[src/hw/adc_pkg.sv]
// shared definitions for the multi-slope adc controller
// sequencer and switch encodings, spi register map, conversion timing
package adc_pkg;

  ////////////////////
  // encodings

  // conversion sequencer states
  typedef enum logic [2:0] {
    SEQ_INIT    = 3'd0,
    SEQ_RUNUP   = 3'd1,
    SEQ_RUNDOWN = 3'd2,
    SEQ_DONE    = 3'd3
  } seq_state_t;

  // integrator input switch code, bit order is {sig, neg, pos}
  typedef enum logic [2:0] {
    MUX_OFF     = 3'b000,
    MUX_POS_REF = 3'b001,
    MUX_NEG_REF = 3'b010
  } mux_sel_t;

  ////////////////////
  // spi frame and register map

  // width of each result count, also the data field of a frame
  localparam int COUNT_W    = 24;
  // 8 address bits then 24 data bits
  localparam int FRAME_BITS = 32;
  localparam int ADDR_W     = 8;

  localparam logic [ADDR_W-1:0] ADDR_LED           = 8'd7;
  localparam logic [ADDR_W-1:0] ADDR_COUNT_UP      = 8'd9;
  localparam logic [ADDR_W-1:0] ADDR_COUNT_DOWN    = 8'd10;
  localparam logic [ADDR_W-1:0] ADDR_COUNT_RUNDOWN = 8'd11;
  // shares its value with the rundown count, only acts on a write
  localparam logic [ADDR_W-1:0] ADDR_SOFT_RESET    = 8'd11;

  // address bit that turns a frame into a pure read
  localparam int ADDR_READ_ONLY_BIT = 7;

  // led register after reset or soft reset, red and blue on
  localparam logic [COUNT_W-1:0] LED_RESET_VALUE = 24'd5;

  ////////////////////
  // conversion timing, in clk cycles

  // settle time before each run-up
  localparam int INIT_CLKS    = 20;
  // length of one run-up phase
  localparam int PHASE_CLKS   = 16;
  localparam int RUNUP_PHASES = 40;
  // interrupt low time after a result
  localparam int DONE_CLKS    = 4;

endpackage

[src/hw/adc_top.sv]
// top level of the multi-slope adc controller
// spi port, register bank and modulation sequencer wired to the board pins
`timescale 1ns/1ps

module adc_top (
  input  logic clk,
  input  logic reset,
  // host spi
  input  logic sclk,
  input  logic cs_n,
  input  logic mosi,
  output logic miso,
  output logic interrupt_n,
  // integrator and comparator
  input  logic cmp_out,
  output logic int_in_p_ctl,
  output logic int_in_n_ctl,
  output logic int_in_sig_ctl,
  output logic cmp_latch_ctl,
  // status leds
  output logic led_r,
  output logic led_g,
  output logic led_b
);
  import adc_pkg::*;

  logic               addr_valid;
  logic [ADDR_W-1:0]  rd_addr;
  logic [COUNT_W-1:0] rd_data;
  logic               frame_end;
  logic [ADDR_W-1:0]  frame_addr;
  logic [COUNT_W-1:0] frame_data;
  logic [COUNT_W-1:0] last_up;
  logic [COUNT_W-1:0] last_down;
  logic [COUNT_W-1:0] last_rundown;
  logic [COUNT_W-1:0] led_reg;
  mux_sel_t           mux;

  // switch code bits are {sig, neg, pos}
  assign {int_in_sig_ctl, int_in_n_ctl, int_in_p_ctl} = mux;
  assign {led_b, led_g, led_r} = led_reg[2:0];

  spi_slave_port spi_slave_port_i (
    .clk        (clk),
    .reset      (reset),
    .sclk       (sclk),
    .cs_n       (cs_n),
    .mosi       (mosi),
    .miso       (miso),
    .addr_valid (addr_valid),
    .rd_addr    (rd_addr),
    .rd_data    (rd_data),
    .frame_end  (frame_end),
    .frame_addr (frame_addr),
    .frame_data (frame_data)
  );

  register_bank register_bank_i (
    .clk          (clk),
    .reset        (reset),
    .addr_valid   (addr_valid),
    .rd_addr      (rd_addr),
    .rd_data      (rd_data),
    .frame_end    (frame_end),
    .frame_addr   (frame_addr),
    .frame_data   (frame_data),
    .last_up      (last_up),
    .last_down    (last_down),
    .last_rundown (last_rundown),
    .led_reg      (led_reg)
  );

  modulation_sequencer modulation_sequencer_i (
    .clk           (clk),
    .reset         (reset),
    .cmp_out       (cmp_out),
    .mux           (mux),
    .cmp_latch_ctl (cmp_latch_ctl),
    .interrupt_n   (interrupt_n),
    .last_up       (last_up),
    .last_down     (last_down),
    .last_rundown  (last_rundown)
  );

endmodule

[src/hw/modulation_sequencer.sv]
// multi-slope modulation sequencer
// run-up with comparator feedback, run-down to zero cross, result snapshot
`timescale 1ns/1ps

module modulation_sequencer (
  input  logic                        clk,
  input  logic                        reset,
  input  logic                        cmp_out,
  output adc_pkg::mux_sel_t           mux,
  output logic                        cmp_latch_ctl,
  output logic                        interrupt_n,
  output logic [adc_pkg::COUNT_W-1:0] last_up,
  output logic [adc_pkg::COUNT_W-1:0] last_down,
  output logic [adc_pkg::COUNT_W-1:0] last_rundown
);
  import adc_pkg::*;

  seq_state_t state;

  // one clock counter shared by init, phase and done timing
  logic [COUNT_W-1:0] clk_cnt;
  logic [COUNT_W-1:0] phase_cnt;

  // live counts, the last_* copies are what the host sees
  logic [COUNT_W-1:0] count_up;
  logic [COUNT_W-1:0] count_down;
  logic [COUNT_W-1:0] count_rundown;

  // comparator sync, [1] is the usable level, [2] only for edge detect
  logic [2:0] cmp_sync;
  logic       cmp_now;
  logic       cmp_edge;

  logic init_done;
  logic phase_end;
  logic runup_last;
  logic detect;
  logic done_end;

  always_ff @(posedge clk)
  begin
    cmp_sync <= {cmp_sync[1:0], cmp_out};
  end

  assign cmp_now  = cmp_sync[1];
  // zero cross either way
  assign cmp_edge = cmp_sync[2] ^ cmp_sync[1];

  ////////////////////
  // state decode
  assign init_done  = (state == SEQ_INIT) && (clk_cnt == COUNT_W'(INIT_CLKS - 1));
  assign phase_end  = (state == SEQ_RUNUP) && (clk_cnt == COUNT_W'(PHASE_CLKS - 1));
  assign runup_last = phase_end && (phase_cnt == COUNT_W'(RUNUP_PHASES - 1));
  assign detect     = (state == SEQ_RUNDOWN) && cmp_edge;
  assign done_end   = (state == SEQ_DONE) && (clk_cnt == COUNT_W'(DONE_CLKS - 1));

  ////////////////////
  // control FSM
  always_ff @(posedge clk)
  begin
    if (reset)
    begin
      state         <= SEQ_INIT;
      clk_cnt       <= '0;
      phase_cnt     <= '0;
      mux           <= MUX_OFF;
      cmp_latch_ctl <= 1'b1;
      interrupt_n   <= 1'b1;
    end
    else
    begin
      clk_cnt <= clk_cnt + 1'b1;

      case (state)
        SEQ_INIT:
        begin
          if (init_done)
          begin
            // release the comparator latch and start integrating up
            state         <= SEQ_RUNUP;
            clk_cnt       <= '0;
            phase_cnt     <= '0;
            mux           <= MUX_POS_REF;
            cmp_latch_ctl <= 1'b0;
          end
        end

        SEQ_RUNUP:
        begin
          if (phase_end)
          begin
            clk_cnt   <= '0;
            phase_cnt <= phase_cnt + 1'b1;
            // steer back toward zero, may repeat the same direction
            mux       <= cmp_now ? MUX_NEG_REF : MUX_POS_REF;
            // last direction carries on into the rundown
            if (runup_last)
              state <= SEQ_RUNDOWN;
          end
        end

        SEQ_RUNDOWN:
        begin
          if (detect)
          begin
            state         <= SEQ_DONE;
            clk_cnt       <= '0;
            mux           <= MUX_OFF;
            cmp_latch_ctl <= 1'b1;
            interrupt_n   <= 1'b0;
          end
        end

        SEQ_DONE:
        begin
          // hold the interrupt long enough for the host to see it
          if (done_end)
          begin
            state       <= SEQ_INIT;
            clk_cnt     <= '0;
            interrupt_n <= 1'b1;
          end
        end

        default:
          state <= SEQ_INIT;
      endcase
    end
  end

  ////////////////////
  // counts and snapshot
  always_ff @(posedge clk)
  begin
    if (init_done)
    begin
      count_up   <= '0;
      count_down <= '0;
    end
    else if (phase_end)
    begin
      if (cmp_now)
        count_up <= count_up + 1'b1;
      else
        count_down <= count_down + 1'b1;
    end

    // rundown counts every clk until the cross is seen
    if (runup_last)
      count_rundown <= '0;
    else if (state == SEQ_RUNDOWN)
      count_rundown <= count_rundown + 1'b1;

    // only updated on entry to done, so a read never sees a half result
    if (detect)
    begin
      last_up      <= count_up;
      last_down    <= count_down;
      last_rundown <= count_rundown;
    end
  end

  // every run-up phase lands in exactly one of the two counts
  a_snapshot_sum : assert property (@(posedge clk) disable iff (reset)
    (state == SEQ_DONE) |-> ((last_up + last_down) == COUNT_W'(RUNUP_PHASES)));

  // switch code is always a known one, and off outside integration
  a_mux_code : assert property (@(posedge clk) disable iff (reset)
    (mux inside {MUX_OFF, MUX_POS_REF, MUX_NEG_REF}) &&
    ((state inside {SEQ_RUNUP, SEQ_RUNDOWN}) || (mux == MUX_OFF)));

endmodule

[src/hw/register_bank.sv]
// host register bank, led control plus the three result counts
// read mux answers the port, writes land at frame end
`timescale 1ns/1ps

module register_bank (
  input  logic                        clk,
  input  logic                        reset,
  input  logic                        addr_valid,
  input  logic [adc_pkg::ADDR_W-1:0]  rd_addr,
  output logic [adc_pkg::COUNT_W-1:0] rd_data,
  input  logic                        frame_end,
  input  logic [adc_pkg::ADDR_W-1:0]  frame_addr,
  input  logic [adc_pkg::COUNT_W-1:0] frame_data,
  input  logic [adc_pkg::COUNT_W-1:0] last_up,
  input  logic [adc_pkg::COUNT_W-1:0] last_down,
  input  logic [adc_pkg::COUNT_W-1:0] last_rundown,
  output logic [adc_pkg::COUNT_W-1:0] led_reg
);
  import adc_pkg::*;

  logic [ADDR_W-1:0] rd_sel;
  logic              wr_en;

  // reads don't care about the read-only bit
  always_comb
  begin
    rd_sel                     = rd_addr;
    rd_sel[ADDR_READ_ONLY_BIT] = 1'b0;
  end

  // high address bit set means the host only wanted the read
  assign wr_en = frame_end && !frame_addr[ADDR_READ_ONLY_BIT];

  ////////////////////
  // read mux
  // registered, so the port picks it up one clk after addr_valid
  always_ff @(posedge clk)
  begin
    if (addr_valid)
    begin
      case (rd_sel)
        ADDR_LED:           rd_data <= led_reg;
        ADDR_COUNT_UP:      rd_data <= last_up;
        ADDR_COUNT_DOWN:    rd_data <= last_down;
        ADDR_COUNT_RUNDOWN: rd_data <= last_rundown;
        // unmapped reads give zero
        default:            rd_data <= '0;
      endcase
    end
  end

  ////////////////////
  // led register
  always_ff @(posedge clk)
  begin
    if (reset)
      led_reg <= LED_RESET_VALUE;
    else if (wr_en)
    begin
      case (frame_addr)
        ADDR_LED:
          led_reg <= frame_data;
        // soft reset, data field ignored
        ADDR_SOFT_RESET:
          led_reg <= LED_RESET_VALUE;
        default:
          led_reg <= led_reg;
      endcase
    end
  end

  // a read-only frame must not disturb the led value on the following clk
  a_read_only_frame : assert property (@(posedge clk) disable iff (reset)
    (frame_end && frame_addr[ADDR_READ_ONLY_BIT]) |=> $stable(led_reg));

endmodule

[src/hw/spi_slave_port.sv]
// spi slave port, pins oversampled in the clk domain
// shifts 32-bit frames in, serves register read data out on miso
`timescale 1ns/1ps

module spi_slave_port (
  input  logic                        clk,
  input  logic                        reset,
  input  logic                        sclk,
  input  logic                        cs_n,
  input  logic                        mosi,
  output logic                        miso,
  output logic                        addr_valid,
  output logic [adc_pkg::ADDR_W-1:0]  rd_addr,
  input  logic [adc_pkg::COUNT_W-1:0] rd_data,
  output logic                        frame_end,
  output logic [adc_pkg::ADDR_W-1:0]  frame_addr,
  output logic [adc_pkg::COUNT_W-1:0] frame_data
);
  import adc_pkg::*;

  // two flops of sync, the third stage is only for edge detect
  logic [2:0] sclk_sync;
  logic [2:0] cs_sync;
  logic [1:0] mosi_sync;
  logic       cs_s;
  logic       mosi_s;
  logic       sclk_rise;
  logic       sclk_fall;
  logic       cs_rise;

  // counts up to FRAME_BITS+1 and holds, so long frames never match
  logic [$clog2(FRAME_BITS):0] bit_cnt;
  logic [FRAME_BITS-1:0]       shift_in;
  logic [FRAME_BITS-1:0]       shift_out;
  logic                        load_pending;
  logic                        addr_done;
  logic                        frame_done;

  assign cs_s      = cs_sync[1];
  assign mosi_s    = mosi_sync[1];
  assign sclk_rise = sclk_sync[1] & ~sclk_sync[2];
  assign sclk_fall = ~sclk_sync[1] & sclk_sync[2];
  assign cs_rise   = cs_sync[1] & ~cs_sync[2];

  // address byte complete on this rising edge
  assign addr_done  = sclk_rise && !cs_s && (bit_cnt == ADDR_W - 1);
  // frame only counts when exactly FRAME_BITS were clocked
  assign frame_done = cs_rise && (bit_cnt == FRAME_BITS);

  ////////////////////
  // control and miso
  always_ff @(posedge clk)
  begin
    if (reset)
    begin
      sclk_sync    <= '0;
      cs_sync      <= '1;
      bit_cnt      <= '0;
      addr_valid   <= 1'b0;
      load_pending <= 1'b0;
      shift_out    <= '0;
      miso         <= 1'b0;
      frame_end    <= 1'b0;
    end
    else
    begin
      sclk_sync    <= {sclk_sync[1:0], sclk};
      cs_sync      <= {cs_sync[1:0], cs_n};
      addr_valid   <= addr_done;
      frame_end    <= frame_done;
      // bank answers one clk after addr_valid
      load_pending <= addr_valid;

      if (cs_s)
      begin
        // idle between frames
        bit_cnt   <= '0;
        shift_out <= '0;
        miso      <= 1'b0;
      end
      else
      begin
        if (sclk_rise && (bit_cnt <= FRAME_BITS))
          bit_cnt <= bit_cnt + 1'b1;

        // read data lands well before the 8th falling edge
        if (load_pending)
          shift_out <= {rd_data, {ADDR_W{1'b0}}};
        else if (sclk_fall)
        begin
          // msb first, miso only moves on falling sclk
          miso      <= shift_out[FRAME_BITS-1];
          shift_out <= shift_out << 1;
        end
      end
    end
  end

  ////////////////////
  // data path
  always_ff @(posedge clk)
  begin
    mosi_sync <= {mosi_sync[0], mosi};

    if (sclk_rise && !cs_s)
      shift_in <= {shift_in[FRAME_BITS-2:0], mosi_s};

    if (addr_done)
      rd_addr <= {shift_in[ADDR_W-2:0], mosi_s};

    if (frame_done)
    begin
      frame_addr <= shift_in[FRAME_BITS-1 -: ADDR_W];
      frame_data <= shift_in[COUNT_W-1:0];
    end
  end

  // the host keeps cs_n low through the address byte and its read turnaround
  a_addr_in_frame : assert property (@(posedge clk) disable iff (reset)
    addr_valid |-> !cs_n);

endmodule

[config.mk]
export PLATFORM = sky130hd
export DESIGN_NAME = adc_top
export DESIGN_NICKNAME = d
export VERILOG_FILES = /design/src/hw/adc_pkg.sv /design/src/hw/adc_top.sv /design/src/hw/modulation_sequencer.sv /design/src/hw/register_bank.sv /design/src/hw/spi_slave_port.sv
export SDC_FILE = /design/constraint.sdc
export NUM_CORES = 1
export LEC_CHECK = 0
export BUFFER_PORTS_ARGS = -buffer_cell sky130_fd_sc_hd__clkbuf_2
export CAP_MARGIN = 10
export CORE_ASPECT_RATIO = 1.1
export CORE_MARGIN = 4
export CORE_UTILIZATION = 43
export CTS_CLUSTER_SIZE = 28
export DETAILED_ROUTE_END_ITERATION = 10
export GPL_ROUTABILITY_DRIVEN = 0
export PLACE_DENSITY = 0.7
export REMOVE_ABC_BUFFERS = 1
export SLEW_MARGIN = 20
export SYNTH_ARGS = -nofsm -noshare
export SYNTH_HDL_FRONTEND = slang
export SYNTH_SLANG_ARGS = --single-unit
[constraint.sdc]
create_clock -name clk -period 4.15 [get_ports clk]
set_input_delay 0.2075 -clock clk [delete_from_list [all_inputs] [get_ports clk]]
set_output_delay 0.2075 -clock clk [all_outputs]
set_load 0.03 [all_outputs]
=== Word-level counts from Yosys, hierarchy flattened ===
Cells that the tools add are included.

* Register bits after elaboration: 364
* Bits of input ports: 6
* Output and inout port bits: 9
* Logic and storage cells: 121

* Add/subtract/negate cells: 6
* Order comparisons: 1
* Equality and inequality tests: 20
* Muxes and demuxes: 28
* Bitwise operators: 9
* Reductions and logical operators: 29

{| class="wikitable"
|+ Operators by type and width
! operator !! count
|-
| 24-bit case mux with 4 select lines || 2
|-
| 24-bit two-way mux || 6
|-
| 24-bit by 1-bit adder with 24-bit output, second input constant || 5
|-
| 24-bit case mux with 2 select lines || 2
|-
| 32-bit two-way mux || 2
|-
| 24-bit by 2-bit equality test with 1-bit output, second input constant || 1
|-
| 24-bit by 4-bit equality test with 1-bit output, second input constant || 1
|-
| 24-bit by 5-bit equality test with 1-bit output, second input constant || 1
|-
| 24-bit by 6-bit equality test with 1-bit output, second input constant || 1
|-
| 7-bit by 4-bit equality test with 1-bit output, second input constant || 3
|-
| 3-bit two-way mux || 7
|-
| 3-bit case mux with 4 select lines || 1
|-
| 1-bit logical AND || 10
|-
| 2-bit by 1-bit inequality test with 1-bit output, second input constant || 5
|-
| 2-bit nonzero test || 5
|-
| 3-bit case mux with 3 select lines || 1
|-
| 3-bit AND reduction || 3
|-
| 8-bit by 3-bit equality test with 1-bit output, second input constant || 1
|-
| 8-bit by 4-bit equality test with 1-bit output, second input constant || 1
|-
| 2-bit AND reduction || 4
|-
| 7-bit by 3-bit equality test with 1-bit output, second input constant || 1
|-
| 6-bit by 1-bit adder with 6-bit output, second input constant || 1
|-
| 3-bit by 2-bit equality test with 1-bit output, second input constant || 2
|-
| 6-bit by 3-bit equality test with 1-bit output, second input constant || 1
|-
| other kinds (15) || 26
|}

=== Logic depth before layout (Yosys ltp) ===
* Depth after elaboration: 6
* Depth in mapped cells: 9
* Depth with buffers taken out: 8

=== Modules after synthesis ===
From an unflattened synthesis, not the netlist that was laid out.

* Cell total of the unflattened synthesis: 1305
* Area, all modules: 15072.0 sq um

{| class="wikitable"
|+ By module, submodules not included
! module !! instances !! cells each !! area each (sq um) !! sequential area each (sq um)
|-
| modulation_sequencer || 1 || 829 || 8481.9 || 4744.6
|-
| spi_slave_port || 1 || 245 || 3888.7 || 3002.9
|-
| register_bank || 1 || 231 || 2701.3 || 1201.2
|}

=== Least setup slack after synthesis ===
No wires, ideal clock.

* Path type: reg2reg
* Start: register spi_slave_port_i.bit_cnt[0]
* End: register spi_slave_port_i.frame_addr[0] in the netlist's numbering (enable)
* Setup time: 469 ps
* Arrival: 3403 ps
* Required time: 3681 ps
* Slack: 277 ps
* Cell stages (with the launch flop): 6
* Buffers on the path: 0
* Clock period less this slack: 3873 ps
* Cell sequence: dfxtp_1 > inv_1 > ha_1 > nand2_1 > or4_1 > nor3b_1

* Word-level cells in the longest chain between the ends: 2

{| class="wikitable"
|+ RTL lines
! element !! line !! source
|-
| from (decl) || spi_slave_port.sv:32 || <nowiki>logic [$clog2(FRAME_BITS):0] bit_cnt;</nowiki>
|-
| from (signal assigned) || spi_slave_port.sv:84 || <nowiki>bit_cnt <= bit_cnt + 1'b1;</nowiki>
|-
| 6-bit equality test || spi_slave_port.sv:48 || <nowiki>assign frame_done = cs_rise && (bit_cnt == FRAME_BITS);</nowiki>
|-
| 1-bit logical AND || spi_slave_port.sv:48 ||
|-
| named net spi_slave_port_i.frame_done || spi_slave_port.sv:37 || <nowiki>logic frame_done;</nowiki>
|-
| to (signal assigned) || spi_slave_port.sv:113 || <nowiki>frame_addr <= shift_in[FRAME_BITS-1 -: ADDR_W];</nowiki>
|-
| to (decl) || spi_slave_port.sv:16 || <nowiki>output logic [adc_pkg::ADDR_W-1:0] frame_addr,</nowiki>
|}

The timed path passes the listed nets, and every way through them passes these cells.
A chain may end at the register's enable or synchronous reset.

=== Final worst setup path ===
* Start: register modulation_sequencer_i.clk_cnt[0]
* End: register modulation_sequencer_i.clk_cnt[3]

* Word-level cells in the longest chain between the ends: 4
* Elaborated cells between the ends (all ways): 12
* Classes of those cells: add/sub (1); eq/ne (3); mux (5); reduce/logical (3)

{| class="wikitable"
|+ RTL lines
! element !! line !! source
|-
| from (decl) || modulation_sequencer.sv:21 || <nowiki>logic [COUNT_W-1:0] clk_cnt;</nowiki>
|-
| from (signal assigned) || modulation_sequencer.sv:72 || <nowiki>clk_cnt <= clk_cnt + 1'b1;</nowiki>
|-
| parallel branches: the longest is 3 deep, another holds 24-bit by 1-bit adder with 24-bit output || - ||
|-
| 24-bit case mux with 4 select lines * || modulation_sequencer.sv:74 || <nowiki>case (state)</nowiki>
|}

Every way passes the cells marked *.

==> Flow_metrics.wiki <==
{| class="wikitable"
! Metric !! Value
|-
| Result of the run || finished, final reports clean
|-
| Most area-consuming cells after synthesis || edfxtp_1 (35%), dfxtp_1 (27%), nor2_1 (4.6%)
|-
| Worst slew pin tran || between 1 and 1.5 ns
|-
| Fraction of registers with async set/reset || 0
|-
| Routed vias || 9218
|-
| Tot Pwr || a little under 7 mW
|-
| Count of flip-flops with a built-in enable after synthesis || 167
|-
| Peak supply drop || 0.000335 V
|-
| Core outline area || 0.0325 mm^2
|-
| Worst hold start || reset
|-
| Detailed-router iteration count before antenna repair || 5
|-
| Worst setup skew after layout || roughly 0.040 ns
|-
| Maximum level of the CTS H-tree || 2
|-
| Endpoint, Worst Hold || spi_slave_port_i.frame_end
|-
| Yosys Warn Count || 0
|-
| Synth-to-Final Area Change || 12.2%
|-
| Synthesis-stage register bit count || roughly 360
|-
| Share of synthesized area occupied by flip-flops and latches || 0.628
|-
| Worst Path Arrival || 3.55 ns
|-
| Port bufs || 13
|-
| Largest reg by FF count || spi_slave_port_i.shift_in
|-
| Cell Count Post-Placement || roughly 1700
|-
| Most common flop cell mapped by yosys || dfxtp_1
|-
| Number of buffers inserted by hold repair at cts || 4
|-
| Setup TNS after final layout || 0 ns
|-
| Largest fanout of any net on the critical path || 24
|-
| Antenna Cells || 0
|-
| R2r endpoint || modulation_sequencer_i.clk_cnt[3]
|-
| Unrepaired setup endpoints after global routing || false
|-
| Most area-hungry cell type in the Yosys netlist || edfxtp_1
|-
| HP Class || primary input to flop
|-
| Remaining global-route overflow || 0
|-
| CTS resizes || 0
|-
| Initial antenna violation count || 0
|-
| Critical path's largest stage delay || 0.66 ns
|-
| Normalized max-slew margin || 0.303
|-
| Worst path cell trace || ha_1, nor4bb_1, nand3_1, o21a_1, or4_4, o21bai_4, nor2_1
|-
| Crit path time final || ~3.1 ns
|-
| Synth Cell Area || roughly 0.014 mm^2
|-
| Number of setup buffers added after CTS || 0
|-
| Synth top cells by count || dfxtp_1 (195), nor2_1 (176), edfxtp_1 (167)
|-
| Number of buffers on the longest clock path || 3
|-
| Post-detailed-route wirelength per cell || about 15 um
|-
| Count of nets after finishing || between 1000 and 1500
|-
| Number of stages on the worst hold path || 2
|-
| Met1 Use GR || 0.192
|-
| Antenna violation net count after detailed routing || 0
|-
| Largest net degree at the start of global routing || 73
|-
| Area enclosed by the die boundary || 0.0360 mm^2
|-
| Via count normalized by instance count || 5.31
|-
| Clock insertion delay at the later pin of the skew report || roughly 0.54 ns
|-
| Reg-to-reg critical path startpoint || modulation_sequencer_i.clk_cnt[0]
|-
| HPWL reported at the end of detailed placement || about 17000 um
|-
| Total power divided by cell area || around 440 mW/mm^2
|-
| GRT Total Usage || 0.149
|-
| Share of post-route cells with drive strength above 1 || 0.0817
|-
| Total leakage power || between 5 and 6 nW
|-
| Highest-delay cell along the critical path || or4_4
|-
| Overall routed net length || around 27000 um
|-
| Reported max-cap violation count || 0
|-
| Number of cell rows || 69
|-
| Flop2flop setup slack || between 1 and 1.5 ns
|-
| Initial DRC count || approximately 700
|-
| Number of buffers inserted during clock tree synthesis || 38
|-
| Met2 layer usage reported by global route || 0.255
|-
| Count of buffer and inverter cells on the critical path || 0
|-
| Distinct cell type count after synthesis || 52
|-
| Top-area cell type share of the netlist area || 0.353
|-
| Final worst path period share || 0.758
|-
| CP Class || flop to flop
|-
| Number of hold-slack violations in the final timing report || 0
|-
| Cell count after synthesis || between 1000 and 1500
|-
| Final-report setup violation count || 0
|-
| Die X-Extent || 181 um
|-
| Effective utilization at floorplan || 0.438
|-
| Global-route wire length before repair || about 45000 um
|-
| Height of the die || between 150 and 200 um
|-
| Boundary pin count || 15
|-
| Cell with the most instances after synthesis || dfxtp_1
|-
| Worst path top cell family by delay || simple AND/OR/NAND/NOR gates
|-
| CTS clock-pin slew for the worst setup and hold paths || around 0.060 ns
|-
| Nature of the critical path endpoint || flop
|-
| TritonCTS clock tree || yes
|-
| Kind of start point of the critical path || flop
|-
| Final instance count without filler cells || ~1700
|-
| Max FFs per register || 32
|-
| Worst Path Required || between 4 and 5 ns
|-
| Number of remaining DRC errors || 0
|-
| Sink Count || 362
|-
| Number of global-route vias before repair || 8986
|-
| Cell chosen for the clock root || clkbuf_16
|-
| F_max || about 320 MHz
|-
| Final Slew Violations || 0
|-
| R2R depth || 7
|-
| Synth Area per Inst || approximately 11 um^2
|-
| Grt met3 use || 0.0267
|-
| Layer carrying the most global-route usage || met2
|}
## layout by cell type, fill, tap and decap left out, types with 7 or more instances in the layout
cell type and n:
and2_1 10, xnor2_1 45, clkbuf_16 38, buf_4 16, nand4_1 33, nand2b_1 7
inv_1 16, dfxtp_1 194, edfxtp_1 167, nor2_1 175, o21ai_0 20, and4_1 19
xor2_1 55, nor3_1 17, nor4b_1 7, clkbuf_1 14, a21oi_1 75, nand2_1 96
nor4_1 20, or3_1 19, clkbuf_2 13, ha_1 12, mux2i_1 30, a22oi_1 48
nand3_1 61, and3_1 23
## layer usage
metal	vias up	wire [um]
met4	0	750
met5	-	0
met1	4408	12000
met3	48	1100
met2	191	13000
li1	4571	-
## layout make-up
type	instances	area, um^2
fill	2902	16500
multi-input combinational	828	5000
clock buffer	58	1090
sequential	362	8920
timing repair buffer	34	236
inverter	16	60.1
clock inverter	12	98.8
tap	426	533
## through the flow
| stage | hold slack [ns] | instance area (um^2) | worst slack (ns) | utilization |
|---|---|---|---|---|
| final | 0.282 | 15900 | 1.00 | 0.491 |
| after floorplan | 0.235 | 13900 | 0.277 | - |
| after global placement | 0.313 | 14700 | 1.17 | 0.453 |
| after detailed placement | 0.312 | 14700 | 1.02 | 0.453 |
| after CTS | 0.270 | 15900 | 0.998 | 0.491 |
| after global routing | 0.317 | 15900 | 0.766 | 0.491 |
## power by group
part / internal [mW] / switching (mW) / total [mW]
Sequential: 3.71 / 0.00736 / 3.72
Combinational: 0.0161 / 0.0301 / 0.0462
Clock: 1.82 / 1.35 / 3.17
## cells by family (layout without fill, tap and decap cells)
kind of cell             after synthesis  in the layout  synth area share
AO/OA/AOI/OAI                        155            155            0.0663
XOR/XNOR                             100            100            0.0616
adder cells (fa/ha/maj)               12             12            0.0106
buffers and inverters                 81            120            0.0231
flip-flops                           362            362             0.628
multiplexers                          30             30            0.0211
other                                  1              1          0.000264
AND/OR/NAND/NOR                      530            530             0.189
## how the worst max path moves through the flow
| stage | start | end | slack [ns] | depth (start not counted) |
|---|---|---|---|---|
| final | modulation_sequencer_i.clk_cnt[0] | modulation_sequencer_i.clk_cnt[3] | 1.00 | 7 |
| after global placement | modulation_sequencer_i.clk_cnt[0] | modulation_sequencer_i.clk_cnt[18] | 1.17 | 7 |
| after CTS | modulation_sequencer_i.clk_cnt[0] | modulation_sequencer_i.clk_cnt[3] | 1.0 | 7 |
| after floorplan | spi_slave_port_i.bit_cnt[0] | spi_slave_port_i.frame_addr[0] | 0.28 | 5 |
| after detailed placement | modulation_sequencer_i.clk_cnt[0] | modulation_sequencer_i.clk_cnt[3] | 1.02 | 7 |
| after global routing | modulation_sequencer_i.clk_cnt[0] | modulation_sequencer_i.clk_cnt[19] | 0.77 | 7 |
Note: power is estimated with default switching activity, not from simulation.
